File: src/common/eeprom_consts.svh
`ifndef EEPROM_CONSTS_SVH
`define EEPROM_CONSTS_SVH

// Array geometry
`define EEPROM_DEPTH 2048
`define EEPROM_ADDR_W 11

// Block select field of the control byte, bits 3:1
`define BLOCK_SEL_W 3

// Upper nibble of every valid control byte
`define DEV_CODE 4'b1010

// Flops per line synchronizer
`define SYNC_STAGES 2

`endif

File: src/common/eeprom_pkg.sv
package eeprom_pkg;

    // One bus event per scl cycle at most
    typedef enum logic [2:0] {
        ev_none     = 3'd0,
        ev_start    = 3'd1,
        ev_stop     = 3'd2,
        ev_clk_rise = 3'd3,
        ev_clk_fall = 3'd4
    } bus_event_t;

    typedef enum logic [3:0] {
        st_idle,
        st_get_ctrl,
        st_ack_ctrl,
        st_get_addr,
        st_ack_addr,
        st_get_data,
        st_ack_data,
        st_send_data,
        st_wait_mack,
        st_ignore
    } ctrl_state_t;

    // Low bit of the control byte
    typedef enum logic {
        op_write = 1'b0,
        op_read  = 1'b1
    } op_t;

endpackage

File: src/serial_ctrl/serial_ctrl.sv
`include "eeprom_consts.svh"

module serial_ctrl
    import eeprom_pkg::*;
(
    input  logic                      scl,
    input  logic                      rst_n,
    input  bus_event_t                bus_event,
    input  logic                      data_bit,
    output logic                      mem_we,
    output logic                      mem_re,
    output logic [`EEPROM_ADDR_W-1:0] mem_addr,
    output logic [7:0]                data_byte,
    output logic                      ack_req,
    output logic                      load_tx
);

    ctrl_state_t                   state;
    logic [2:0]                    bit_cnt;
    logic [7:0]                    shift_reg;
    logic [`BLOCK_SEL_W-1:0]       block_sel;
    logic [7:0]                    addr_byte;
    logic                          addr_set;
    op_t                           op;
    logic [7:0]                    byte_in;
    logic                          byte_done;
    logic                          code_ok;

    // Byte including the bit sampled in this cycle
    assign byte_in   = {shift_reg[6:0], data_bit};
    assign byte_done = (bus_event == ev_clk_rise) && (bit_cnt == 3'd7);
    assign code_ok   = (byte_in[7:4] == `DEV_CODE);

    always_ff @(posedge scl)
    begin
        if (!rst_n)
        begin
            state     <= st_idle;
            bit_cnt   <= '0;
            block_sel <= '0;
            addr_byte <= '0;
            addr_set  <= 1'b0;
            op        <= op_write;
            mem_we    <= 1'b0;
            mem_re    <= 1'b0;
            ack_req   <= 1'b0;
            load_tx   <= 1'b0;
        end
        else
        begin
            mem_we  <= 1'b0;
            mem_re  <= 1'b0;
            ack_req <= 1'b0;
            load_tx <= mem_re;

            if (bus_event == ev_start)
            begin
                // Repeated start keeps the address of this transaction
                state   <= st_get_ctrl;
                bit_cnt <= '0;
            end
            else if (bus_event == ev_stop)
            begin
                state    <= st_idle;
                addr_set <= 1'b0;
            end
            else if (bus_event == ev_clk_rise)
            begin
                case (state)
                    st_get_ctrl:
                    begin
                        bit_cnt <= bit_cnt + 3'd1;
                        if (byte_done)
                        begin
                            if (code_ok && (byte_in[0] == op_write || addr_set))
                            begin
                                op        <= op_t'(byte_in[0]);
                                block_sel <= byte_in[3:1];
                                ack_req   <= 1'b1;
                                state     <= st_ack_ctrl;
                            end
                            else
                                state <= st_ignore;
                        end
                    end
                    st_ack_ctrl:
                    begin
                        bit_cnt <= '0;
                        if (op == op_read)
                        begin
                            mem_re   <= 1'b1;
                            mem_addr <= {block_sel, addr_byte};
                            state    <= st_send_data;
                        end
                        else
                            state <= st_get_addr;
                    end
                    st_get_addr:
                    begin
                        bit_cnt <= bit_cnt + 3'd1;
                        if (byte_done)
                        begin
                            addr_byte <= byte_in;
                            addr_set  <= 1'b1;
                            ack_req   <= 1'b1;
                            state     <= st_ack_addr;
                        end
                    end
                    st_ack_addr:
                    begin
                        bit_cnt <= '0;
                        state   <= st_get_data;
                    end
                    st_get_data:
                    begin
                        bit_cnt <= bit_cnt + 3'd1;
                        if (byte_done)
                        begin
                            mem_we    <= 1'b1;
                            mem_addr  <= {block_sel, addr_byte};
                            data_byte <= byte_in;
                            ack_req   <= 1'b1;
                            state     <= st_ack_data;
                        end
                    end
                    st_ack_data:
                        state <= st_idle;
                    st_send_data:
                    begin
                        // Master samples our bits on these edges
                        bit_cnt <= bit_cnt + 3'd1;
                        if (bit_cnt == 3'd7)
                            state <= st_wait_mack;
                    end
                    st_wait_mack:
                    begin
                        // No sequential read, so an ack from the master is ignored
                        state <= data_bit ? st_idle : st_ignore;
                    end
                    default:
                        state <= state;
                endcase
            end
        end
    end

    always_ff @(posedge scl)
    begin
        shift_reg <= (bus_event == ev_clk_rise) ? byte_in : shift_reg;
    end

    a_we_re_exclusive: assert property (
        @(posedge scl) disable iff (!rst_n)
        !(mem_we && mem_re)
    ) else $error("array write and read requested together");

    a_ack_req_pulse: assert property (
        @(posedge scl) disable iff (!rst_n)
        ack_req |=> !ack_req
    ) else $error("ack_req held for more than one cycle");

endmodule

File: config.mk
export PLATFORM = sky130hd
export DESIGN_NAME = serial_ctrl
export DESIGN_NICKNAME = d
export VERILOG_FILES = /design/src/common/eeprom_pkg.sv /design/src/serial_ctrl/serial_ctrl.sv
export VERILOG_INCLUDE_DIRS = /design/src /design/src/common
export SDC_FILE = /design/constraint.sdc
export NUM_CORES = 1
export LEC_CHECK = 0
export ABC_AREA = 1
export ABC_CLOCK_PERIOD_IN_PS = 1750
export BUFFER_PORTS_ARGS = -buffer_cell sky130_fd_sc_hd__buf_2
export CORE_ASPECT_RATIO = 0.75
export CORE_UTILIZATION = 32
export CTS_CLUSTER_DIAMETER = 50
export CTS_CLUSTER_SIZE = 40
export DETAILED_ROUTE_END_ITERATION = 7
export HOLD_SLACK_MARGIN = 0.03
export SETUP_SLACK_MARGIN = 0.15
export SYNTH_ARGS = -nofsm -noshare
export SYNTH_HDL_FRONTEND = slang
export SYNTH_SLANG_ARGS = --single-unit
File: constraint.sdc
create_clock -name scl -period 1.75 [get_ports scl]
set_input_delay 0.0875 -clock scl [delete_from_list [all_inputs] [get_ports scl]]
set_output_delay 0.0875 -clock scl [all_outputs]
set_load 0.01 [all_outputs]
==> flow_summary.yaml <==
logic_synthesis:
  synth_nets: 216
  syn_avg_cell_area_um2: 9.81
  synth_seq_cells: 50
  synth.cell_area_um2: 2040
  synth.distinct_cells: 26
  syn_inst: 208
  ys_seq_area_frac: 0.618
  synth_warnings: 0
route:
  drt-initial-drc-count: 52
  drt_pre_antenna_iters: 4
  route.vias.total: 1508
  drt-vias-per-instance: 4.60
  routedWlPerCell_um: 12.4
  route.detailed.drc: 0
  ant_nets: 0
  wl_um: 4050
global_route:
  grt_pass1_wl_um: 6500
  grt_util_met1: 0.182
  grt_util_all_layers: 0.127
  grt_util_met2: 0.195
  grt_overflow: 0
  grt_max_degree: 18
  grt_pass1_vias: 1337
  antenna_found_initial: 0
  use_met3: 0.0323
  top_usage_layer: "met2"
worst_setup_path:
  crit_fanout: 11
  crit_path_start_kind: "register"
  cp.required_ns: 1.76
  arrival_ns: 1.53
  end_kind: "register"
  crit_start: "bit_cnt[1]$_SDFFE_PP0P_"
  r2r-start: "bit_cnt[1]$_SDFFE_PP0P_"
  crit_type: "reg2reg"
  reg2reg_depth: 7
run:
  maxCapViolations: 0
floorplanning:
  core_area_um2: 5980
  fp-row-count: 24
  start_util: 0.341
  die_h_um: 71.2
  dieArea_um2: 6700
  die_w_um: 94.2
  ios: 29
worst_hold_path:
  holdCritPathClass: "in2reg"
  holdCritStartpoint: "data_bit"
  hold_path_depth: 1
run_status:
  run_status: "finished clean"
sta:
  worstMarginPinSlew_ns: 0.303
  max_freq_ghz: 0.661
  setup_ws_ns: 0.236
  maxSlewViolCount: 0
  hold_ws_ns: 0.0494
  finalCritPeriodShare: 0.865
  fin_worst_skew_ns: 0.0136
  rsz0062_at_grt: "false"
  finalSetupTns_ns: 0
  fin_crit_ns: 1.51
  setup_violations: 0
  finalHoldViolCount: 0
  slew_headroom: 0.798
cells_and_area:
  final_nets: 257
  post-route-util: 0.419
  regMostFlops: "mem_addr"
  syn_to_final_growth_pct: 22.7
  largest_reg_flops: 11
  antenna_cells: 0
  reg_top3: "mem_addr x11, addr_byte x8, data_byte x8"
  final_layout_size_suffix_gt1_frac: 0.312
clock_tree:
  clkLatencyLatePin_ns: 0.30
  cts_root_buf: "clkbuf_8"
  ctsHoldBuffers: 0
  cts_buffers: 5
  htreeDepth: 2
  clk_pin_slew_ns: 0.10
  cts_sinks: 50
  cts_tree: "done"
  cts.path.max_buffers: 2
placed_design:
  hpwl_um: 3050
  portBuffers: 28
  gp_congestion: 0.867
  place_worst_setup_slack_ns: 0.0992
pwr:
  power-per-cell-area_nw_per_um2: 872
  peakVddDrop_v: 0.000330
  leakagePower_nw: 1.13
  power_w: 0.00218
-- worst max-delay path: stages (launching register included) --
cell and delay, ns:
dfxtp_1 0.35, ha_2 0.19, ha_4 0.15, nand2_4 0.09, clkinv_2 0.10, o21bai_4 0.06
a21oi_4 0.14, buf_12 0.15
-- per-stage QoR --
stage               cell area, µm²  std cells
floorplan                     2060        208
detailed placement            2330        319
CTS                           2470        328
finish                        2500        328
global placement              2330        319
global route                  2500        328
-- final cells by class --
type / instances / area, µm²
Inverter: 21 / 80.1
Multi-Input combinational cell: 135 / 734
Tap cell: 78 / 97.6
Timing Repair Buffer: 36 / 213
Clock buffer: 5 / 68.8
Clock inverter: 3 / 48.8
Sequential cell: 50 / 1260
Fill cell: 594 / 3470
-- layer usage --
metal  routed length (µm)  share of wire  vias to the layer above
met5                    0              0                        -
met4                   16         0.0039                        0
met3                  204          0.050                        2
met1                 1940           0.48                      699
li1                     -              -                      774
met2                 1890           0.47                       33
-- cells by family (layout without fill, tap and decap cells) --
| family | Yosys count | count (layout) | share of synthesized area |
|---|---|---|---|
| flip-flops | 50 | 50 | 0.618 |
| AO/OA/AOI/OAI | 29 | 29 | 0.0815 |
| adder cells (fa/ha/maj) | 2 | 2 | 0.0123 |
| buffers and inverters | 23 | 65 | 0.0472 |
| AND/OR/NAND/NOR | 104 | 104 | 0.241 |
-- path summary, 6_finish.rpt --
path	end	slack (ns)
hold reg to reg	mem_addr[7]$_DFFE_PP_	0.43
hold / removal	shift_reg[0]$_DFFE_PN_	0.05
setup / recovery	mem_addr[10]$_DFFE_PP_	0.24
setup reg to reg	mem_addr[10]$_DFFE_PP_	0.24
-- cells in the mapped netlist, drive strengths merged --
master,n,share of area
a211oi,1,0.0061
nand3,12,0.037
buf,1,0.0055
a21oi,10,0.026
clkinv,1,0.0025
nand2,40,0.085
o21ai,16,0.039
nand3b,1,0.0037
clkbuf,1,0.0025
nor3,2,0.0049
nand4,4,0.012
edfxtp,26,0.38
o211ai,1,0.0061
ha,2,0.012
dfxtp,24,0.24
inv,20,0.037
o21bai,1,0.0037
nor2,45,0.099
-- cells in the final DEF (no fill, tap or decap), drive strengths merged --
cell type	n
nor2	45
nand2	40
buf	36
edfxtp	26
dfxtp	24
inv	21
o21ai	16
nand3	12
a21oi	10
clkbuf	5
nand4	4
nor3	2
ha	2
clkinv	1
o21bai	1
o211ai	1
nand3b	1
a211oi	1
clkinvlp	1
bufinv	1
-- power by group --
group / switching [W] / internal [W]
Clock: 0.000399 / 0.000436
Combinational: 0.0000743 / 0.0000365
Sequential: 0.00000741 / 0.00123
-- what timing repair did --
item	CTS	global route
gates resized for setup	1	9
buffers inserted	1	0
setup endpoints to repair	11	18
endpoints found under the hold margin	0	0
cloned	0	0
(Power assumes the default switching activity.)
