==> src/common/eeprom_consts.svh <==
`ifndef EEPROM_CONSTS_SVH
`define EEPROM_CONSTS_SVH

// Array geometry
`define EEPROM_DEPTH 2048
`define EEPROM_ADDR_W 11

// Block select field of the control byte, bits 3:1
`define BLOCK_SEL_W 3

// Upper nibble of every valid control byte
`define DEV_CODE 4'b1010

// Flops per line synchronizer
`define SYNC_STAGES 2

`endif

==> src/common/eeprom_pkg.sv <==
package eeprom_pkg;

    // One bus event per scl cycle at most
    typedef enum logic [2:0] {
        ev_none     = 3'd0,
        ev_start    = 3'd1,
        ev_stop     = 3'd2,
        ev_clk_rise = 3'd3,
        ev_clk_fall = 3'd4
    } bus_event_t;

    typedef enum logic [3:0] {
        st_idle,
        st_get_ctrl,
        st_ack_ctrl,
        st_get_addr,
        st_ack_addr,
        st_get_data,
        st_ack_data,
        st_send_data,
        st_wait_mack,
        st_ignore
    } ctrl_state_t;

    // Low bit of the control byte
    typedef enum logic {
        op_write = 1'b0,
        op_read  = 1'b1
    } op_t;

endpackage

==> src/verilog/sda_driver.sv <==
module sda_driver
    import eeprom_pkg::*;
(
    input  logic       scl,
    input  logic       rst_n,
    input  bus_event_t bus_event,
    input  logic       ack_req,
    input  logic       load_tx,
    input  logic [7:0] mem_rdata,
    output logic       ser_data_oe
);

    logic       ack_pend;
    logic       tx_pend;
    logic [7:0] tx_buf;
    logic [2:0] tx_cnt;

    always_ff @(posedge scl)
    begin
        if (!rst_n)
        begin
            ack_pend    <= 1'b0;
            tx_pend     <= 1'b0;
            tx_cnt      <= '0;
            ser_data_oe <= 1'b0;
        end
        else if (bus_event == ev_start || bus_event == ev_stop)
        begin
            // Release the line immediately
            ack_pend    <= 1'b0;
            tx_pend     <= 1'b0;
            tx_cnt      <= '0;
            ser_data_oe <= 1'b0;
        end
        else if (bus_event == ev_clk_fall)
        begin
            if (tx_pend)
            begin
                ser_data_oe <= ~tx_buf[7];
                tx_cnt      <= 3'd7;
                tx_pend     <= 1'b0;
            end
            else if (tx_cnt != 3'd0)
            begin
                ser_data_oe <= ~tx_buf[7];
                tx_cnt      <= tx_cnt - 3'd1;
            end
            else if (ack_pend)
            begin
                ser_data_oe <= 1'b1;
                ack_pend    <= 1'b0;
            end
            else
                ser_data_oe <= 1'b0;
        end
        else
        begin
            if (ack_req)
                ack_pend <= 1'b1;
            if (load_tx)
                tx_pend <= 1'b1;
        end
    end

    // Byte shifts out MSB first, one bit per falling bus clock
    always_ff @(posedge scl)
    begin
        if (load_tx)
            tx_buf <= mem_rdata;
        else if (bus_event == ev_clk_fall && (tx_pend || tx_cnt != 3'd0))
            tx_buf <= {tx_buf[6:0], 1'b0};
    end

    a_oe_changes_on_event: assert property (
        @(posedge scl) disable iff (!rst_n)
        $changed(ser_data_oe)
            |-> ($past(bus_event) inside {ev_clk_fall, ev_start, ev_stop})
    ) else $error("data line enable changed outside a falling clock, start or stop");

endmodule

==> config.mk <==
export PLATFORM = sky130hd
export DESIGN_NAME = sda_driver
export DESIGN_NICKNAME = d
export VERILOG_FILES = /design/src/common/eeprom_consts.svh /design/src/common/eeprom_pkg.sv /design/src/verilog/sda_driver.sv
export SDC_FILE = /design/constraint.sdc
export NUM_CORES = 1
export LEC_CHECK = 0
export ABC_AREA = 1
export BUFFER_PORTS_ARGS = -buffer_cell sky130_fd_sc_hd__buf_2
export CAP_MARGIN = 20
export CELL_PAD_IN_SITES_DETAIL_PLACEMENT = 0
export CELL_PAD_IN_SITES_GLOBAL_PLACEMENT = 1
export CORE_UTILIZATION = 39
export DETAILED_ROUTE_END_ITERATION = 8
export GPL_TIMING_DRIVEN = 0
export PLACE_DENSITY_LB_ADDON = 0.05
export SKIP_LAST_GASP = 1
export SYNTH_ARGS = -nofsm -noshare
export SYNTH_HDL_FRONTEND = slang
export SYNTH_SLANG_ARGS = --single-unit
==> constraint.sdc <==
create_clock -name scl -period 2.18 [get_ports scl]
set_input_delay 0.218 -clock scl [delete_from_list [all_inputs] [get_ports scl]]
set_output_delay 0.218 -clock scl [all_outputs]
set_load 0.01 [all_outputs]
==> summary.txt, run 1 <==
CTS Sinks: 14
Worst-skew pair later-pin latency: 280 ps
Max Cap Violations: 0
FF-to-FF Start: tx_cnt[0]$_SDFFE_PP0P_
Die W: 45.2 microns
Worst Skew: 9.47 ps
Initial Util: 41.8%
Final HPWL DP: 979 microns
Number of buffers and inverters on the critical path: 1
Final RePlAce weighted congestion: 0.745
Sw Ratio: 25.8%
Layout cell share with drive strength beyond 1: 22.1%
Via count: 619
Total I/O pin count: 16
Combinational power share: 13.5%
Initial antenna violation count: 0
Post-Syn Instances: 95
CP Class: flip-flop to flip-flop
Largest net degree at the start of global routing: 11
Max FO, Critical Path: 8
Max incr delay on CP: 320 ps
DP Cell Count: 134
Slew headroom: 76.7%
Total core area: 0.00175 sq mm
Setup violators final: 0
CTS Hold Buffers Added: 0
Synth Register Bits: 14
Max VDD drop: 0.313 mV
Critical Path Start Type: flip-flop
Initial drt markers: 6
CTS buffer count: 3
LEAKAGE: 0.439 nW
CTS tree: done
Sequential fraction of the synthesis area: 49.4%
Die footprint: 0.00205 sq mm
Syn_nets: 112
Final hold violation count: 0
Finished Layout Cells: 138
Min-Delay Path Depth: 3
Post-synthesis average cell area: 7.68 sq um
Flop2flop setup slack: 720 ps
Final Instance Area: 857 sq um
Clock-pin slew on the worst setup and hold paths: 90 ps
Sw Pwr: 0.136 mW
Global route overflow: 0
Cell variety after synth: 17
Count of input and output buffers: 14
CP required: 2130 ps
Pwr/cell area: 616 mW/mm^2
Critical Path AT: 1400 ps
Max-slew violations: 0
# DRC: 0
PostCTS Resize Cnt: 0
Minimum clock period: 1460 ps
RSZ-0062 raised after global routing: no
Fmax: 686 MHz
Rows: 15
Pre-antenna DRT Iters: 4
Clk pwr share: 29.1%
Routed wire length: 1270 microns
Fin crit share: 66.8%
Antenna Nets Post-Route: 0
DR WL/cell: 9.21 microns
Status: finished, final reports clean
Worst R2R Path Depth: 5
Hold path start: ack_req
Total Neg Setup Slack: 0 ps
Cells along the critical path: inv_1, ha_1, nand3_2, nand2_2, nand2_1
Netlist Area Pre-Place: 729 sq um
Vias in the first global route: 549
Htree depth: 1
Top delay family on crit path: simple AND/OR/NAND/NOR gates
Seq pwr share: 57.4%
GRT Util Overall: 15.9%
Pint: 0.392 mW
Final nets: 131
Endpoint, Worst Hold: ack_pend$_SDFFE_PP0P_
Global-route wire length before repair: 2280 microns
Slowest CP cell: dfxtp_1
CTS max path bufs: 2
Worst R2R End: tx_buf[4]$_DFFE_PP_
Antenna cells: 0
P&R area growth vs syn: 17.5%
Synth warnings: 0
Placed cell areas: 831 sq um
Root Buffer: clkbuf_4
Post-CTS Repair Setup Buffers: 0
Die H: 45.2 microns
Crit path capture type: flip-flop
Vias per inst: 4.49
HP Class: input port to flip-flop
Slew at the pin closest to its max-slew limit: 349 ps
[flip-flops by register name, indices dropped and copies added, names as in the netlist]
register and cells:
ser_data_oe 1, tx_cnt 3, tx_pend 1, tx_buf 8
ack_pend 1
[layout make-up]
cell class              count  area [sq um]
plain buffers               1          5.00
clock buffers               3          22.5
clock inverters             1          3.75
fillers                   194           888
inverters                  13          48.8
multi-input cells          67           315
flip-flops and latches     14           360
well taps                  25          31.3
repair buffers             14          70.1
[tightest hold or removal path, stage by stage]
cell	delay (ps)
buf_2	80
o211ai_1	70
nor2_1	70
[placed cells by master, fill, tap and decap left out]
cell type,n
a21oi_1,2
buf_2,15
clkbuf_4,3
clkinv_1,1
dfxtp_1,6
edfxtp_1,8
ha_1,2
inv_1,12
inv_2,1
nand2_1,39
nand2_2,2
nand3_1,6
nand3_2,1
nand4_1,1
nor2_1,9
nor2_2,1
nor2_4,2
o211ai_1,1
o21ai_0,1
[power by group through the flow]
stage               Clock (mW)  Sequential (mW)  Combinational, mW
floorplan                    0            0.309             0.0472
global placement             0            0.309             0.0712
detailed placement           0            0.310             0.0723
CTS                      0.160            0.304             0.0726
global route             0.170            0.305             0.0839
finish                   0.154            0.303             0.0711
[stage by stage]
step / hold WS (ps) / worst slack [ps] / utilization, % / power (mW)
after CTS: 188 / 714 / 49.1 / 0.536
after floorplan: 362 / 906 / - / 0.356
after detailed placement: 479 / 733 / 47.6 / 0.382
after global routing: 199 / 620 / 49.1 / 0.559
after global placement: 456 / 742 / 47.6 / 0.380
final: 193 / 723 / 49.1 / 0.528
[layer usage]
layer	GRT usage [%]	wire, microns
met1	21.4	658
met2	24.1	558
met3	4.00	42
met4	7.27	12
met5	0	0
[cell families (layout without fill, tap and decap cells)]
logic type	count (synthesis)	count (layout)	synth area share [%]
flops	14	14	49.4
compound gates	4	4	3.09
fa+ha+maj	2	2	3.43
buf+inv	14	32	7.37
simple gates	61	61	36.7
[cells in the mapped netlist]
cell type,instances,area (sq um)
inv_1,12,45.0
nand2_2,2,12.5
o211ai_1,1,7.51
ha_1,2,25.0
a21oi_1,2,10.0
nor2_1,9,33.8
nor2_2,1,6.26
edfxtp_1,8,240
nand3_2,1,10.0
nor2_4,2,22.5
dfxtp_1,6,120
buf_2,1,5.00
inv_2,1,3.75
nand2_1,39,146
nand3_1,6,30.0
nand4_1,1,6.26
o21ai_0,1,5.00
[worst max path at each step]
stage                                 from                       to  slack, ps  cells past startpoint
floorplan           tx_cnt[0]$_SDFFE_PP0P_  tx_buf[0]$_SDFFCE_PN0P_        910                      5
global placement    tx_cnt[0]$_SDFFE_PP0P_      tx_buf[6]$_DFFE_PP_        740                      5
detailed placement  tx_cnt[0]$_SDFFE_PP0P_      tx_buf[6]$_DFFE_PP_        730                      5
CTS                 tx_cnt[0]$_SDFFE_PP0P_      tx_buf[6]$_DFFE_PP_        710                      5
global route        tx_cnt[0]$_SDFFE_PP0P_  tx_buf[0]$_SDFFCE_PN0P_        620                      5
finish              tx_cnt[0]$_SDFFE_PP0P_      tx_buf[4]$_DFFE_PP_        720                      5
Power figures use the tool's default switching activity.
==> run 2, diff against run 1 <==
- CORE_UTILIZATION: 39 -> 33
- clock period: 2.18 -> 1.3 ns (I/O delays scaled with it)
==> run 2 against run 1 <==
  * Hold slack got worse by 98 ps
  * Largest power group unchanged
  * Fmax rose by 19%
  * First-iteration DRC count rose by 67%
  * Routed wire length rose by 11%
  * Utilization fell by 5.0 points
  * Final cell count rose by 1.4%
  * Highest routed layer unchanged
  * Sequential power rose by 68%
  * Power rose by 71%
==> summary.txt, run 2 (synthesis gave the netlist of run 1 again) <==
Status: finished, final reports clean
Initial Util: 36.1%
Max FO, Critical Path: 8
Die footprint: 0.00240 sq mm
Largest Register: tx_buf
Post-CTS Repair Setup Buffers: 0
Htree depth: 1
CTS max path bufs: 2
DR WL/cell: 10.0 microns
Max-slew violations: 0
Max Cap Violations: 0
Setup violators final: 0
Largest net degree at the start of global routing: 11
Die H: 49.0 microns
Die W: 49.0 microns
Leading registers by flop count: tx_buf: 8 flops, tx_cnt: 3 flops
Global route overflow: 0
Antenna Nets Post-Route: 0
Total core area: 0.00202 sq mm
Commonest non-fill, non-tap cell in the layout: nand2_1
Layout cell share with drive strength beyond 1: 23.9%
Pre-antenna DRT Iters: 3
Vias per inst: 4.36
Slew at the pin closest to its max-slew limit: 389 ps
Routed wire length: 1410 microns
Critical Path Start Type: flip-flop
Minimum clock period: 1220 ps
Final Instance Area: 891 sq um
Final hold violation count: 0
P&R area growth vs syn: 22.1%
CTS Sinks: 14
Commonest non-fill, non-tap cells in the layout: nand2_1, buf_2, inv_1, nor2_1, edfxtp_1
Final nets: 131
Max VDD drop: 0.551 mV
Initial drt markers: 10
Total I/O pin count: 16
Via count: 611
GRT Util Overall: 12.8%
HP Class: input port to flip-flop
Multi-input logic area: 347 sq um
Pwr/cell area: 1020 mW/mm^2
Flop2flop setup slack: 80 ps
Total power: 0.905 mW
Vias in the first global route: 554
Initial antenna violation count: 0
# DRC: 0
Critical Path AT: 1250 ps
Sequential cell area: 360 sq um
Crit path capture type: flip-flop
Worst Skew: 5.00 ps
CP required: 1330 ps
Global-route wire length before repair: 2360 microns
Final HPWL DP: 1000 microns
Root Buffer: clkbuf_4
Clock-pin slew on the worst setup and hold paths: 90 ps
Count of input and output buffers: 14
Final RePlAce weighted congestion: 0.712
CTS Hold Buffers Added: 0
Slew headroom: 74.0%
Number of flip-flops in the largest register: 8
CTS tree: done
Rows: 16
LEAKAGE: 0.453 nW
Fillers: 227
CP Class: flip-flop to flip-flop
Placed cell areas: 833 sq um
Fin crit share: 93.8%
Antenna cells: 0
Fmax: 820 MHz
Worst-skew pair later-pin latency: 280 ps
CTS buffer count: 3
-- run 2: final cells by class --
type | count | area share, %
Inverter | 13 | 5.48
Clock inverter | 1 | 0.421
Multi-Input combinational cell | 67 | 38.9
Clock buffer | 3 | 2.53
Buffer | 1 | 0.562
Tap cell | 27 | 3.79
Sequential cell | 14 | 40.4
Timing Repair Buffer | 14 | 7.87
-- run 2: worst max-delay path, cell delays in order, from the launching register on --
cell and delay (ps):
dfxtp_1 310, inv_1 100, ha_2 230, nand3_4 120, nand2_4 130, nand2_8 80
-- run 2: stage by stage --
stage	hold slack, ps	std cells	setup TNS [ps]	setup WS [ps]	util (%)
2_1_floorplan	274	95	0	26.3	-
3_3_place_gp	382	136	-1190	-149	41.2
3_5_place_dp	397	136	-1290	-161	41.2
4_1_cts	97.5	140	0	4.32	42.9
5_1_grt	89.0	140	-121	-17.0	44.1
6_report	94.9	140	0	80.8	44.1
-- run 2: power by group --
part	total (mW)	internal, mW	switching [mW]	leakage (nW)
combinational	0.133	0.0511	0.0819	0.308
sequential	0.509	0.500	0.00847	0.129
clock	0.263	0.111	0.152	0.0154
total	0.905	0.663	0.242	0.453
-- run 2: path summary, 6_finish.rpt --
check                                       startpoint                      to  cells after the start
worst min register to register  tx_cnt[2]$_SDFFE_PP0P_  tx_cnt[2]$_SDFFE_PP0P_                      2
worst max-delay path            tx_cnt[0]$_SDFFE_PP0P_     tx_buf[6]$_DFFE_PP_                      5
worst max register to register  tx_cnt[0]$_SDFFE_PP0P_     tx_buf[6]$_DFFE_PP_                      5
worst min-delay path                           ack_req   ack_pend$_SDFFE_PP0P_                      3
-- run 2: routing by layer --
layer  track usage [%]  share of wire (%)  up-vias
met4              4.41               0.78        0
li1                  -                  -      332
met5                 0                  0        -
met1              17.7                 49      268
met2              19.7                 48        9
met3              2.80                2.6        2
-- run 2: timing repair --
| action | in CTS | in global routing |
|---|---|---|
| hold endpoints to repair | 0 | 0 |
| pin swaps | 0 | 1 |
| gates resized for setup | 2 | 4 |
| endpoints found under the setup margin | 8 | 9 |
