`src/common/eeprom_consts.svh`:
```
`ifndef EEPROM_CONSTS_SVH
`define EEPROM_CONSTS_SVH

// Array geometry
`define EEPROM_DEPTH 2048
`define EEPROM_ADDR_W 11

// Block select field of the control byte, bits 3:1
`define BLOCK_SEL_W 3

// Upper nibble of every valid control byte
`define DEV_CODE 4'b1010

// Flops per line synchronizer
`define SYNC_STAGES 2

`endif

```
`src/common/eeprom_pkg.sv`:
```
package eeprom_pkg;

    // One bus event per scl cycle at most
    typedef enum logic [2:0] {
        ev_none     = 3'd0,
        ev_start    = 3'd1,
        ev_stop     = 3'd2,
        ev_clk_rise = 3'd3,
        ev_clk_fall = 3'd4
    } bus_event_t;

    typedef enum logic [3:0] {
        st_idle,
        st_get_ctrl,
        st_ack_ctrl,
        st_get_addr,
        st_ack_addr,
        st_get_data,
        st_ack_data,
        st_send_data,
        st_wait_mack,
        st_ignore
    } ctrl_state_t;

    // Low bit of the control byte
    typedef enum logic {
        op_write = 1'b0,
        op_read  = 1'b1
    } op_t;

endpackage

```
`src/verilog/bus_sampler.sv`:
```
`include "eeprom_consts.svh"

module bus_sampler
    import eeprom_pkg::*;
(
    input  logic       scl,
    input  logic       rst_n,
    input  logic       ser_clk,
    input  logic       ser_data_in,
    output bus_event_t bus_event,
    output logic       data_bit
);

    logic [`SYNC_STAGES-1:0] clk_sync;
    logic [`SYNC_STAGES-1:0] data_sync;
    logic                    clk_s;
    logic                    data_s;
    logic                    clk_prev;
    logic                    data_prev;
    bus_event_t              event_next;

    assign clk_s  = clk_sync[`SYNC_STAGES-1];
    assign data_s = data_sync[`SYNC_STAGES-1];

    // Idle bus is high on both lines
    always_ff @(posedge scl)
    begin
        if (!rst_n)
        begin
            clk_sync  <= '1;
            data_sync <= '1;
            clk_prev  <= 1'b1;
            data_prev <= 1'b1;
        end
        else
        begin
            clk_sync  <= {clk_sync[`SYNC_STAGES-2:0], ser_clk};
            data_sync <= {data_sync[`SYNC_STAGES-2:0], ser_data_in};
            clk_prev  <= clk_s;
            data_prev <= data_s;
        end
    end

    // Data edge with clock held high is a start or stop
    always_comb
    begin
        event_next = ev_none;
        if (clk_s && clk_prev && (data_s != data_prev))
            event_next = data_s ? ev_stop : ev_start;
        else if (clk_s && !clk_prev)
            event_next = ev_clk_rise;
        else if (!clk_s && clk_prev)
            event_next = ev_clk_fall;
    end

    always_ff @(posedge scl)
    begin
        if (!rst_n)
        begin
            bus_event <= ev_none;
            data_bit  <= 1'b1;
        end
        else
        begin
            bus_event <= event_next;
            data_bit  <= data_s;
        end
    end

    // Start and stop only come while the synchronized clock holds steady
    a_start_stop_steady_clk: assert property (
        @(posedge scl) disable iff (!rst_n)
        (bus_event == ev_start || bus_event == ev_stop) |-> $stable(clk_s)
    ) else $error("start or stop seen in a cycle where the bus clock changed");

endmodule

```
`config.mk`:
```
export PLATFORM = sky130hd
export DESIGN_NAME = bus_sampler
export DESIGN_NICKNAME = d
export VERILOG_FILES = /design/src/common/eeprom_pkg.sv /design/src/verilog/bus_sampler.sv
export VERILOG_INCLUDE_DIRS = /design/src /design/src/common
export SDC_FILE = /design/constraint.sdc
export NUM_CORES = 1
export LEC_CHECK = 0
export BUFFER_PORTS_ARGS = -buffer_cell sky130_fd_sc_hd__buf_2
export CORE_AREA = 2 2 39 41
export CTS_BUF_LIST = sky130_fd_sc_hd__clkbuf_8
export DETAILED_ROUTE_END_ITERATION = 6
export DIE_AREA = 0 0 41 43
export GPL_TIMING_DRIVEN = 0
export PLACE_DENSITY = 0.41
export SYNTH_ARGS = -nofsm -noshare
export SYNTH_HDL_FRONTEND = slang
export SYNTH_SLANG_ARGS = --single-unit
export TNS_END_PERCENT = 1
```
`constraint.sdc`:
```
create_clock -name scl -period 0.8 [get_ports scl]
set_input_delay 0.04 -clock scl [delete_from_list [all_inputs] [get_ports scl]]
set_output_delay 0.04 -clock scl [all_outputs]
set_load 0.03 [all_outputs]
```
==> results of run 1 <==
kinds of logic (layout without fill, tap and decap cells):
kind of cell,count (synthesis),count (layout),synth area share (%)
AOI/OAI and AO/OA,2,2,3.90
buffers and inverters,1,14,1.46
DFF,9,9,70.2
and+or+nand+nor,10,10,24.4
cells in the mapped netlist, drive strengths merged:
cell type / count
nor2: 1
nand2: 1
a21oi: 2
nand2b: 8
inv: 1
dfxtp: 9
cells in the final DEF, fill, tap and decap left out:
cell type                       count
sky130_fd_sc_hd__dfxtp_1            8
sky130_fd_sc_hd__nand2_2            1
sky130_fd_sc_hd__a21oi_1            2
sky130_fd_sc_hd__nand2b_2           1
sky130_fd_sc_hd__nand2b_1           7
sky130_fd_sc_hd__nor2_1             1
sky130_fd_sc_hd__inv_1              2
sky130_fd_sc_hd__dlygate4sd3_1      2
sky130_fd_sc_hd__clkbuf_8           3
sky130_fd_sc_hd__dfxtp_2            1
sky130_fd_sc_hd__buf_2              6
sky130_fd_sc_hd__buf_4              1
flip-flops by register name, indices dropped and copies added (netlist names):
| signal | flops |
|---|---|
| data_bit | 1 |
| data_sync | 2 |
| clk_sync | 2 |
| bus_event | 3 |
| clk_prev | 1 |
path summary, 6_finish.rpt:
check / slack [ps] / to / cells past startpoint / startpoint
worst max-delay path: 50 / bus_event[1] / 1 / bus_event[1]
worst min-delay path: 60 / data_bit / 2 / rst_n
worst max register to register: 140 / bus_event[1] / 2 / data_bit
worst min register to register: 410 / clk_sync[1] / 1 / clk_sync[0]
layer usage:
metal	share of wire, %	routed length, um	vias up
met1	36	141	82
li1	-	-	93
met2	42	165	11
met3	19	76	2
met5	0	0	-
met4	2.8	11	0
final cells by class:
type	instances	area (um^2)
Clock buffer	3	41.3
Clock inverter	1	3.75
Fill cell	148	1000
Inverter	1	3.75
Multi-Input combinational cell	12	72.6
Sequential cell	9	181
Tap cell	16	20.0
Timing Repair Buffer	9	57.6
power by group through the flow:
| stage | sequential, mW | combinational, mW | clock, mW |
|---|---|---|---|
| after detailed placement | 0.481 | 0.0477 | 0 |
| after global placement | 0.480 | 0.0467 | 0 |
| after global routing | 0.473 | 0.0602 | 0.573 |
| final | 0.473 | 0.0550 | 0.504 |
| after floorplan | 0.493 | 0.0158 | 0 |
| after CTS | 0.473 | 0.0553 | 0.528 |
timing repair:
action / CTS / global route
resized for setup: 0 / 2
hold buffers: 2 / 0
setup buffers: 0 / 0
setup endpoints to repair: 0 / 1
hold endpoints to repair: 2 / 0
==> results by stage, run 1 <==
CTS:
- The H-tree depth is 1.
- The library cell used as clock root buffer is sky130_fd_sc_hd__clkbuf_8.
- TritonCTS built the clock tree.
- The maximum buffer depth of the clock tree is 2.
- The number of clock buffers added by TritonCTS is 3.
- After clock tree synthesis, the clock-pin slew on the worst setup and hold paths is 40 ps.
- Clock tree synthesis found a total of 9 sinks.
- The clock insertion delay at the later pin of the skew report is 230 ps.

Finish:
- The signed area change from the synthesized netlist to the final layout is 48.3%.
- For this run, the post-layout net count is 40.
- In the final layout, the share of cells above drive strength 1 is 37.1%.
- Summing all non-filler instances in the final layout gives an area of 380 um^2.
- The share of the core filled with cells is 27.5%.
- The number of antenna diodes in the final layout is 0.
- The post-layout instance count excluding filler cells is 51.

STA:
- Setup repair after global routing left no endpoint under its margin.
- The post-layout worst setup margin is 48.3 ps.
- The number of max-slew violations in the final report is 0.
- The slew at the pin with the worst max-slew slack is approximately 160 ps.
- Headroom to the max-slew limit came out at between 80 and 90%.
- For this run, the top clock speed supported by timing is between 1000 and 1500 MHz.
- The minimum clock period is 752 ps.
- The final hold violation count came to 0.
- The setup violation total in the final timing report is 0.
- Hold timing on the final database bottoms out at a slack of 57.4 ps.
- The clock arrives with 1.90 ps of skew.
- Setup total negative slack on the finished layout was measured at 0 ps.
- The final critical path takes up 94.0% of the cycle.

Logic synthesis:
- The synthesized design spends more area on one cell type than any other, namely sky130_fd_sc_hd__dfxtp_1.
- For this run, the register share of the synthesized area comes to a little over two thirds.
- Ranked by total cell area, the synthesized netlist is headed by sky130_fd_sc_hd__dfxtp_1 70%, sky130_fd_sc_hd__nand2b_1 17%, sky130_fd_sc_hd__a21oi_1 3.9%, sky130_fd_sc_hd__nand2b_2 3.4%, sky130_fd_sc_hd__nand2_2 2.4%.
- The number of nets in the synthesized netlist is 26.
- The flip-flop and latch count after synthesis is 9.
- The average instance in the mapped netlist occupies 11.7 um^2.
- Synthesis produced 22 cells.
- The mapped cell area is 256 um^2.
- The share of the synthesized area in the top cell type is 70.2%.
- The post-synthesis cell type count is 7.
- The Yosys step of the flow raised 0 warnings.

Power:
- The cell-internal power is 0.828 mW.
- The relative contribution of the clock network to total power is about 49%.
- The share of total power dissipated in combinational logic is approximately 5.3%.
- For this design the static power due to leakage is about 0.18 nW.
- In this run the power density over the cells is 2710 nW/um^2.
- The overall power after layout is 1.03 mW.
- Of the total power, the share spent switching nets is 19.8%.
- The net switching power figure is 0.204 mW.
- The sequential fraction of design power is 45.8%.
- Across the VDD grid, the largest voltage drop is 0.00153 V.

Detailed routing:
- In the routed design, unresolved DRC markers number 0.
- The detailed-route via count is about 190.
- In this run, the number of DRC markers left after iteration 0 of detailed routing was 1.
- Dividing the detail-routed wire length by the instance count gives approximately 7.7 um.
- The routed design has 393 um of wire.
- The number of iterations in the first detailed-routing pass is 2.
- Dividing the detail-routed via count by the number of cells gives about 3.7.
- The post-detailed-route count of antenna-violating nets is 0.

Critical path:
- The worst setup path is captured at an output port.
- Together, buffers and inverters on the worst path number 1.
- The kind of cell with the highest combined delay along the critical path is flip-flops.
- The critical path data required time is 760 ps.
- The cell with the biggest individual delay on the critical path is sky130_fd_sc_hd__dfxtp_1.
- For the worst setup path, the data arrival time is just over 700 ps.
- The critical path start-end classification is flip-flop to output port.
- The delay of the slowest critical-path stage is about 300 ps.
- Walking the worst path, the cells encountered are buf_2.
- The critical-path maximum fanout is 1.
- The worst setup path is launched from a flip-flop.

Placed design:
- The congestion estimate from routability-driven global placement came to 0.554.
- Port buffering added 7 buffers.
- Summing all placed instances gives a cell area of 313 um^2.
- Including well taps, the total number of placed cells is 45.
- The half-perimeter wire length of the detailed placement result is 263 um.
- The pre-CTS setup slack is 152 ps.

GRT:
- For met3 alone, demand over resource in global routing was a little under a tenth.
- Global routing used about 5.5% of the available met1 tracks.
- The first-pass GRT wire length is 662 um.
- Global routing consumed, over all layers together, about 6.7% of the routing resources.
- Entering global routing, the biggest net connects 8 pins.
- The number of antenna violations at the first check in global routing is 0.
- The number of global-route vias before repair is 174.
- The global routing stage identified its most utilized layer as met3.
- Global routing finished with a remaining overflow of 0.
- The met2 routing resource usage after global routing is 8.13%.

Outcome:
- The flow ran to the end, and the final reports show no timing, DRC or antenna violations.

Flow run:
- The max-capacitance violation count is 0.

Floorplan:
- The area of the core is around 1400 um^2.
- The floorplan step set the die height to 43 um.
- The floorplan has 14 rows.
- The number of ports placed on the die boundary is 8.
- Once the floorplan was initialized, standard cells occupied between 10% and 20% of the core.
- The die footprint is between 1500 and 2000 um^2.
- From left edge to right edge, the die measures between 40 and 50 um.

Worst hold path:
- The worst min-delay path category is input pin to flip-flop.
No activity file was read; power rests on OpenSTA's default activity.
==> inputs of run 2 (changes only) <==
==> constraint.sdc (replaced) <==
create_clock -name scl -period 0.8 [get_ports scl]
set_input_delay 0.16 -clock scl [delete_from_list [all_inputs] [get_ports scl]]
set_output_delay 0.16 -clock scl [all_outputs]
set_load 0.03 [all_outputs]
==> results by stage, run 2 (synthesis gave the netlist of run 1 again) <==
Outcome:
- The final reports fail on negative setup slack.
- The run finished, with violations left.

Finish:
- The filler cells instantiated in the layout total between 150 and 200.
- In the final layout, the registers with the most flip-flops are bus_event: 3 flops, clk_sync: 2 flops, data_sync: 2 flops.
- In the layout the commonest cells are 7 x sky130_fd_sc_hd__nand2b_1, 5 x sky130_fd_sc_hd__dfxtp_1, 4 x sky130_fd_sc_hd__dfxtp_2, 4 x sky130_fd_sc_hd__buf_6.
- The count of cells in the finished layout, fillers not included, comes to 50.
- In the final layout, the share of cells above drive strength 1 is approximately 50%.
- The register with the most flip-flops in the layout has 3 of them.
- The final layout net count is 39.
- The signed area change from the synthesized netlist to the final layout is 53.7%.
- The register with the most flip-flops is bus_event.
- The leading cell type in the layout, fill and taps excluded is sky130_fd_sc_hd__nand2b_1.
- The number of antenna diodes is 0.

STA:
- The number of max-slew violations in the final report is 0.
- Summed over all failing endpoints, the final setup total negative slack is -118 ps.
- The final hold violation count is 0.
- The post-layout worst setup margin is -41.4 ps.
- Setup repair after global routing could not meet its margin everywhere.
- The final worst hold slack is 107 ps.
- Based on the critical path, the design can be clocked at up to between 1000 and 1500 MHz.
- The minimum clock period is roughly 840 ps.
- The largest clock skew in the final design is 1.97 ps.
- The slew at the pin with the worst max-slew slack is 140 ps.
- The final clock period utilization by the worst path is 105%.
- The relative slew slack is 90.6%.
- Setup violations remaining at the end of the flow were counted as 4.

CTS:
- The later pin in the worst-skew pair is clocked with a latency of 230 ps.
- The count of clock tree sinks is 9.
- After clock tree synthesis, the clock-pin slew on the worst setup and hold paths is 40 ps.
- CTS built an H-tree with a depth of 1.
- The CTS tree is yes.
- The maximum buffer depth of the clock tree is 2.
- CTS placed an instance of sky130_fd_sc_hd__clkbuf_8 at the clock tree root.
- The clock buffer count from CTS is 3.
- The number of hold buffers added after CTS was 0.

GRT:
- The first-pass GRT wire length is 690 um.
- The total grt overflow is 0.
- The number of antenna violations at the first check in global routing is 0.
- Across every metal layer, demand over resource in global routing totals 6.93%.
- Entering global routing, the biggest net connects 8 pins.
- The number of global-route vias before repair is 180.

Worst hold path:
- The path with the worst hold slack has its endpoint at clk_sync[0].
- The worst min-delay path category is input pin to flip-flop.
- The critical hold path startpoint is ser_clk.
- Along the worst hold path, the cell count comes to 2.

Detailed routing:
- The count of nets left with antenna violations once routing finished came out at 0.
- The detailed-route via count is 188.
- The total met2 wirelength after detailed routing is 177 um.
- The routed wire length on met3 is 68 um.
- In the routed design, unresolved DRC markers number 0.
- The number of iterations in the first detailed-routing pass is 2.
- The highest signal layer in the routed design is met4.
- The per-cell routed wire length is 7.76 um.
- The DRC violation total after the first TritonRoute iteration is 1.
- Summed over all layers, the routed wires come to between 300 and 400 um.
- The routed metal-1 wirelength is 130 um.
- The post-detailed-route via-to-cell ratio is 3.76.

Critical path:
- The worst path buffer plus inverter count is 1.
- The cell with the biggest individual delay on the critical path is sky130_fd_sc_hd__dfxtp_2.
- STA classifies the critical path endpoint as an output port.
- The worst reg2reg path endpoint is bus_event[1].
- Grouping stages by cell kind, the critical path spends the most delay in flip-flops.
- Data on the critical path is required at its endpoint by roughly 640 ps.
- The register-to-register setup slack is 30 ps.
- Of all nets on the critical path, the largest fanout is 2.
- The length in cells of the worst reg-to-reg path is 3.
- The critical path is of the flip-flop to output port type.
- On the worst path, the slowest cell contributes a delay of 330 ps.
- STA classifies the critical path startpoint as a flip-flop.
- The arrival time reported for the critical path endpoint is 680 ps.
- The worst register-to-register path begins at data_bit.
- Walking the worst path, the cells encountered are buf_6.

Placed design:
- The half-perimeter wire length of the detailed placement result is 263 um.
- Counting tap cells, the placed design contains a total of between 40 and 50 instances.
- The number of input and output port buffers inserted is 7.
- The congestion estimate from routability-driven global placement came to 0.554.

Power:
- Summed over all cells, the static leakage comes to 0.177 nW.
- Dividing total power by cell area gives a power density of 2630 nW/um^2.
- The largest vdd supply drop is 0.00152 V.
- The overall power after layout is roughly 1.0 mW.

Floorplan:
- The number of ports placed on the die boundary is 8.
- The die is between 40 and 50 um wide.
- Once the floorplan was initialized, standard cells occupied 18.5% of the core.
- The area of the core is approximately 1400 um^2.
- The die footprint is 1760 um^2.
- The chip height is 43 um.
- The number of standard-cell rows in the floorplan is 14.

Flow run:
- The tool flagged a number of max-cap violations equal to 0.
[run 2: how the worst max path moves through the flow]
stage	depth (start not counted)	startpoint	slack, ps	to
2_1_floorplan	2	data_bit	110	bus_event[1]
3_3_place_gp	1	data_bit	140	data_bit
3_5_place_dp	1	data_bit	140	data_bit
4_1_cts	1	data_bit	-50	data_bit
5_1_grt	1	data_bit	-80	data_bit
6_report	1	data_bit	-40	data_bit
[run 2: timing repair]
item | in CTS | in global routing
resized for setup | 11 | 0
buffers inserted | 1 | 0
pin swaps | 0 | 1
endpoints found under the setup margin | 4 | 5
[run 2: cell type report]
class,count,area (um^2),area share (%)
Clock buffer,3,41.3,10.5
Clock inverter,1,3.75,0.952
Inverter,1,3.75,0.952
Multi-Input combinational cell,12,72.6,18.4
Sequential cell,9,185,47.0
Tap cell,16,20.0,5.08
Timing Repair Buffer,8,67.6,17.1
[run 2: metal layers]
| metal | GRT usage (%) | vias to the layer above |
|---|---|---|
| met5 | 0 | - |
| met4 | 4.00 | 0 |
| met3 | 9.42 | 2 |
| met2 | 8.44 | 11 |
| met1 | 5.81 | 84 |
| li1 | - | 91 |
[run 2: power by group]
group | total (mW) | leakage [nW] | switching, mW | internal, mW
Sequential | 0.475 | 0.0749 | 0.00679 | 0.468
Combinational | 0.0558 | 0.0749 | 0.0270 | 0.0287
Clock | 0.505 | 0.0269 | 0.172 | 0.333
Total | 1.04 | 0.177 | 0.206 | 0.830
[run 2: through the flow]
stage	area [um^2]	worst slack, ps	util (%)
finish	394	-41.4	28.5
detailed placement	313	139	22.6
global route	394	-80.9	28.5
CTS	394	-49.7	28.5
floorplan	258	106	-
global placement	313	142	22.6
==> inputs of run 3 (changes only) <==
Settings changed: REMOVE_ABC_BUFFERS set to 1.
==> results by stage, run 3 (synthesis gave the netlist of run 1 again) <==
Critical path:
- Together, buffers and inverters on the worst path number 1.
- On the critical path the largest part of the delay comes from flip-flops.
- The kind of end point of the critical path is an output port.
- The signal on the critical path passes through buf_6.
- On the critical path, the stage with the largest delay is an instance of sky130_fd_sc_hd__dfxtp_2.
- Along the worst path, the maximum fanout reaches 2.
- STA classifies the critical path startpoint as a flip-flop.
- The delay of the slowest critical-path stage is ~330 ps.
- The arrival time reported for the critical path endpoint is 680 ps.
- The critical path start-end classification is flip-flop to output port.
- The critical path data required time is 640 ps.

GRT:
- The number of global-route vias before repair was 140.
- Entering global routing, the biggest net connects 8 pins.
- Global routing finished with a remaining overflow of 0.
- The first global-routing pass estimated between 600 and 700 um of wire.
- The number of antenna violations at the first check in global routing came to 0.
- Across every metal layer, demand over resource in global routing totals 6.24%.

Floorplan:
- The number of ports placed on the die boundary is 8.
- The number of standard-cell rows in the floorplan is 14.
- The width of the chip is 41 um.
- The area of the core is between 1000 and 1500 um^2.
- The die footprint is 1760 um^2.
- The die is about 43 um tall.
- For this configuration, the core starts out at a cell density of a little under a fifth.

Finish:
- The repair_antennas step left the layout with diodes totalling 0.
- The multi-input combinational cells in the finished layout cover a total of 80.1 um^2.
- Compared with the post-synthesis result, the final layout area differs by 56.6%.
- In the final layout, the registers with the most flip-flops are bus_event: 3 flops, clk_sync: 2 flops, data_sync: 2 flops.
- The library cell used most frequently in the layout, excluding fill and tap cells, is sky130_fd_sc_hd__nand2b_1.
- The post-route netlist has 52.9% of its cells at a drive strength greater than 1.
- In the layout the commonest cells are 6 x sky130_fd_sc_hd__nand2b_1, 5 x sky130_fd_sc_hd__dfxtp_1, 4 x sky130_fd_sc_hd__dfxtp_2, 4 x sky130_fd_sc_hd__buf_6.
- At the end of the flow, the number of nets in the layout was 39.
- The register with the most flip-flops in the layout has 3 of them.
- The register with the most flip-flops is bus_event.
- The post-layout instance count excluding filler cells is 50.
- The area taken by flip-flops and latches is 185 um^2.
- The layout has around 150 filler cells.

STA:
- The minimum clock period is 844 ps.
- The final clock period utilization by the worst path is 105%.
- The tightest hold path in the finished design has a slack of 110 ps.
- At the pin with the least slew margin, the transition time is 171 ps.
- The final hold violation count is 0.
- The setup TNS is -110 ps.
- Clock skew on the completed layout was measured at around 1.0 ps.
- The post-layout worst setup margin is -43.9 ps.
- Based on the critical path, the design can be clocked at up to ~1200 MHz.
- The relative slew slack is 88.6%.
- The number of max-slew violations in the final report came to 0.
- The setup violation total in the final timing report is 4.
- Setup repair after global routing could not meet its margin everywhere.

Detailed routing:
- The per-cell routed wire length is 8.36 um.
- The post-detailed-route via-to-cell ratio is 3.52.
- After detailed routing, the number of remaining DRC violations is 0.
- The DRC violation total after the first TritonRoute iteration is 0.
- The post-detailed-route count of antenna-violating nets is 0.
- Summing over every cut layer, the via total after detailed routing is roughly 180.
- For this run, the detailed router's first-pass iteration total came to 1.
- The final layout contains routed wiring with a total length of 418 um.

Power:
- Summed over all cells, the static leakage comes to 0.187 nW.
- Power spread over the standard cell area amounts to about 2600 nW/um^2.
- IR analysis of the VDD net gives a maximum drop of 0.000726 V.
- Total power for the finished layout comes to 1.03 mW.

CTS:
- The library cell used as clock root buffer is sky130_fd_sc_hd__clkbuf_8.
- After clock tree synthesis, the clock-pin slew on the worst setup and hold paths is roughly 40 ps.
- The number of hold-repair buffers added at the cts stage is 0.
- TritonCTS built the clock tree.
- The clock insertion delay at the later pin of the skew report is 230 ps.
- In this run, CTS created clock tree buffers numbering 3.
- The clock net in this run drives a total of 9 sinks.
- The clock passes through at most 2 buffers.
- The H-tree depth is 1.

Placed design:
- Routability-driven placement finished with a final weighted congestion of 0.554.
- Port buffering added 7 buffers.
- Once placement completed, the tool counted placed cells totaling 45.

Outcome:
- The final reports fail on negative setup slack.
- The run finished, with violations left.

Worst hold path:
- The min-delay analysis places its worst path in the category input pin to flip-flop.

Flow run:
- The max-capacitance violation count is 0.
## run 3: cell counts in the layout (fill, tap and decap cells not counted)
No cell type changed its count.
## run 3: per-layer routing
layer  GRT usage, %  vias to the layer above  share of wire [%]
li1               -                       91                  -
met1           6.80                       77                 44
met2           6.25                        8                 47
met3           4.71                        0                9.3
met4           8.00                        0                  0
met5              0                        -                  0
## run 3: through the flow
stage / setup WS (ps) / instance area, um^2 / utilization (%)
after floorplan: -4.35 / 256 / -
after global placement: 123 / 312 / 22.5
after detailed placement: 112 / 312 / 22.5
after CTS: -50.1 / 394 / 28.5
after global routing: -75.8 / 402 / 29.0
final: -43.9 / 402 / 29.0
## run 3: timing repair
item	in CTS	in global routing
pin swaps	0	1
endpoints found under the setup margin	4	5
buffers inserted	1	0
gates resized for setup	12	1
## run 3: power by group
part	total [mW]	internal [mW]	switching [mW]
Combinational	0.0573	0.0299	0.0273
Clock	0.499	0.333	0.166
Sequential	0.477	0.468	0.00857
Total	1.03	0.831	0.202
## run 3: final cells by class
type / count / area share [%]
clock buffer: 3 / 10.3
tap: 16 / 4.98
multi-input combinational: 12 / 19.9
clock inverter: 1 / 0.935
sequential: 9 / 46.1
timing repair buffer: 8 / 16.8
inverter: 1 / 0.935
## run 3: path summary, 6_finish.rpt
check,startpoint,to,slack [ps],cells after the start
max,data_bit,data_bit,-40,1
min,ser_clk,clk_sync[0],110,2
max reg2reg,data_bit,bus_event[1],50,3
min reg2reg,data_sync[0],data_sync[1],410,1
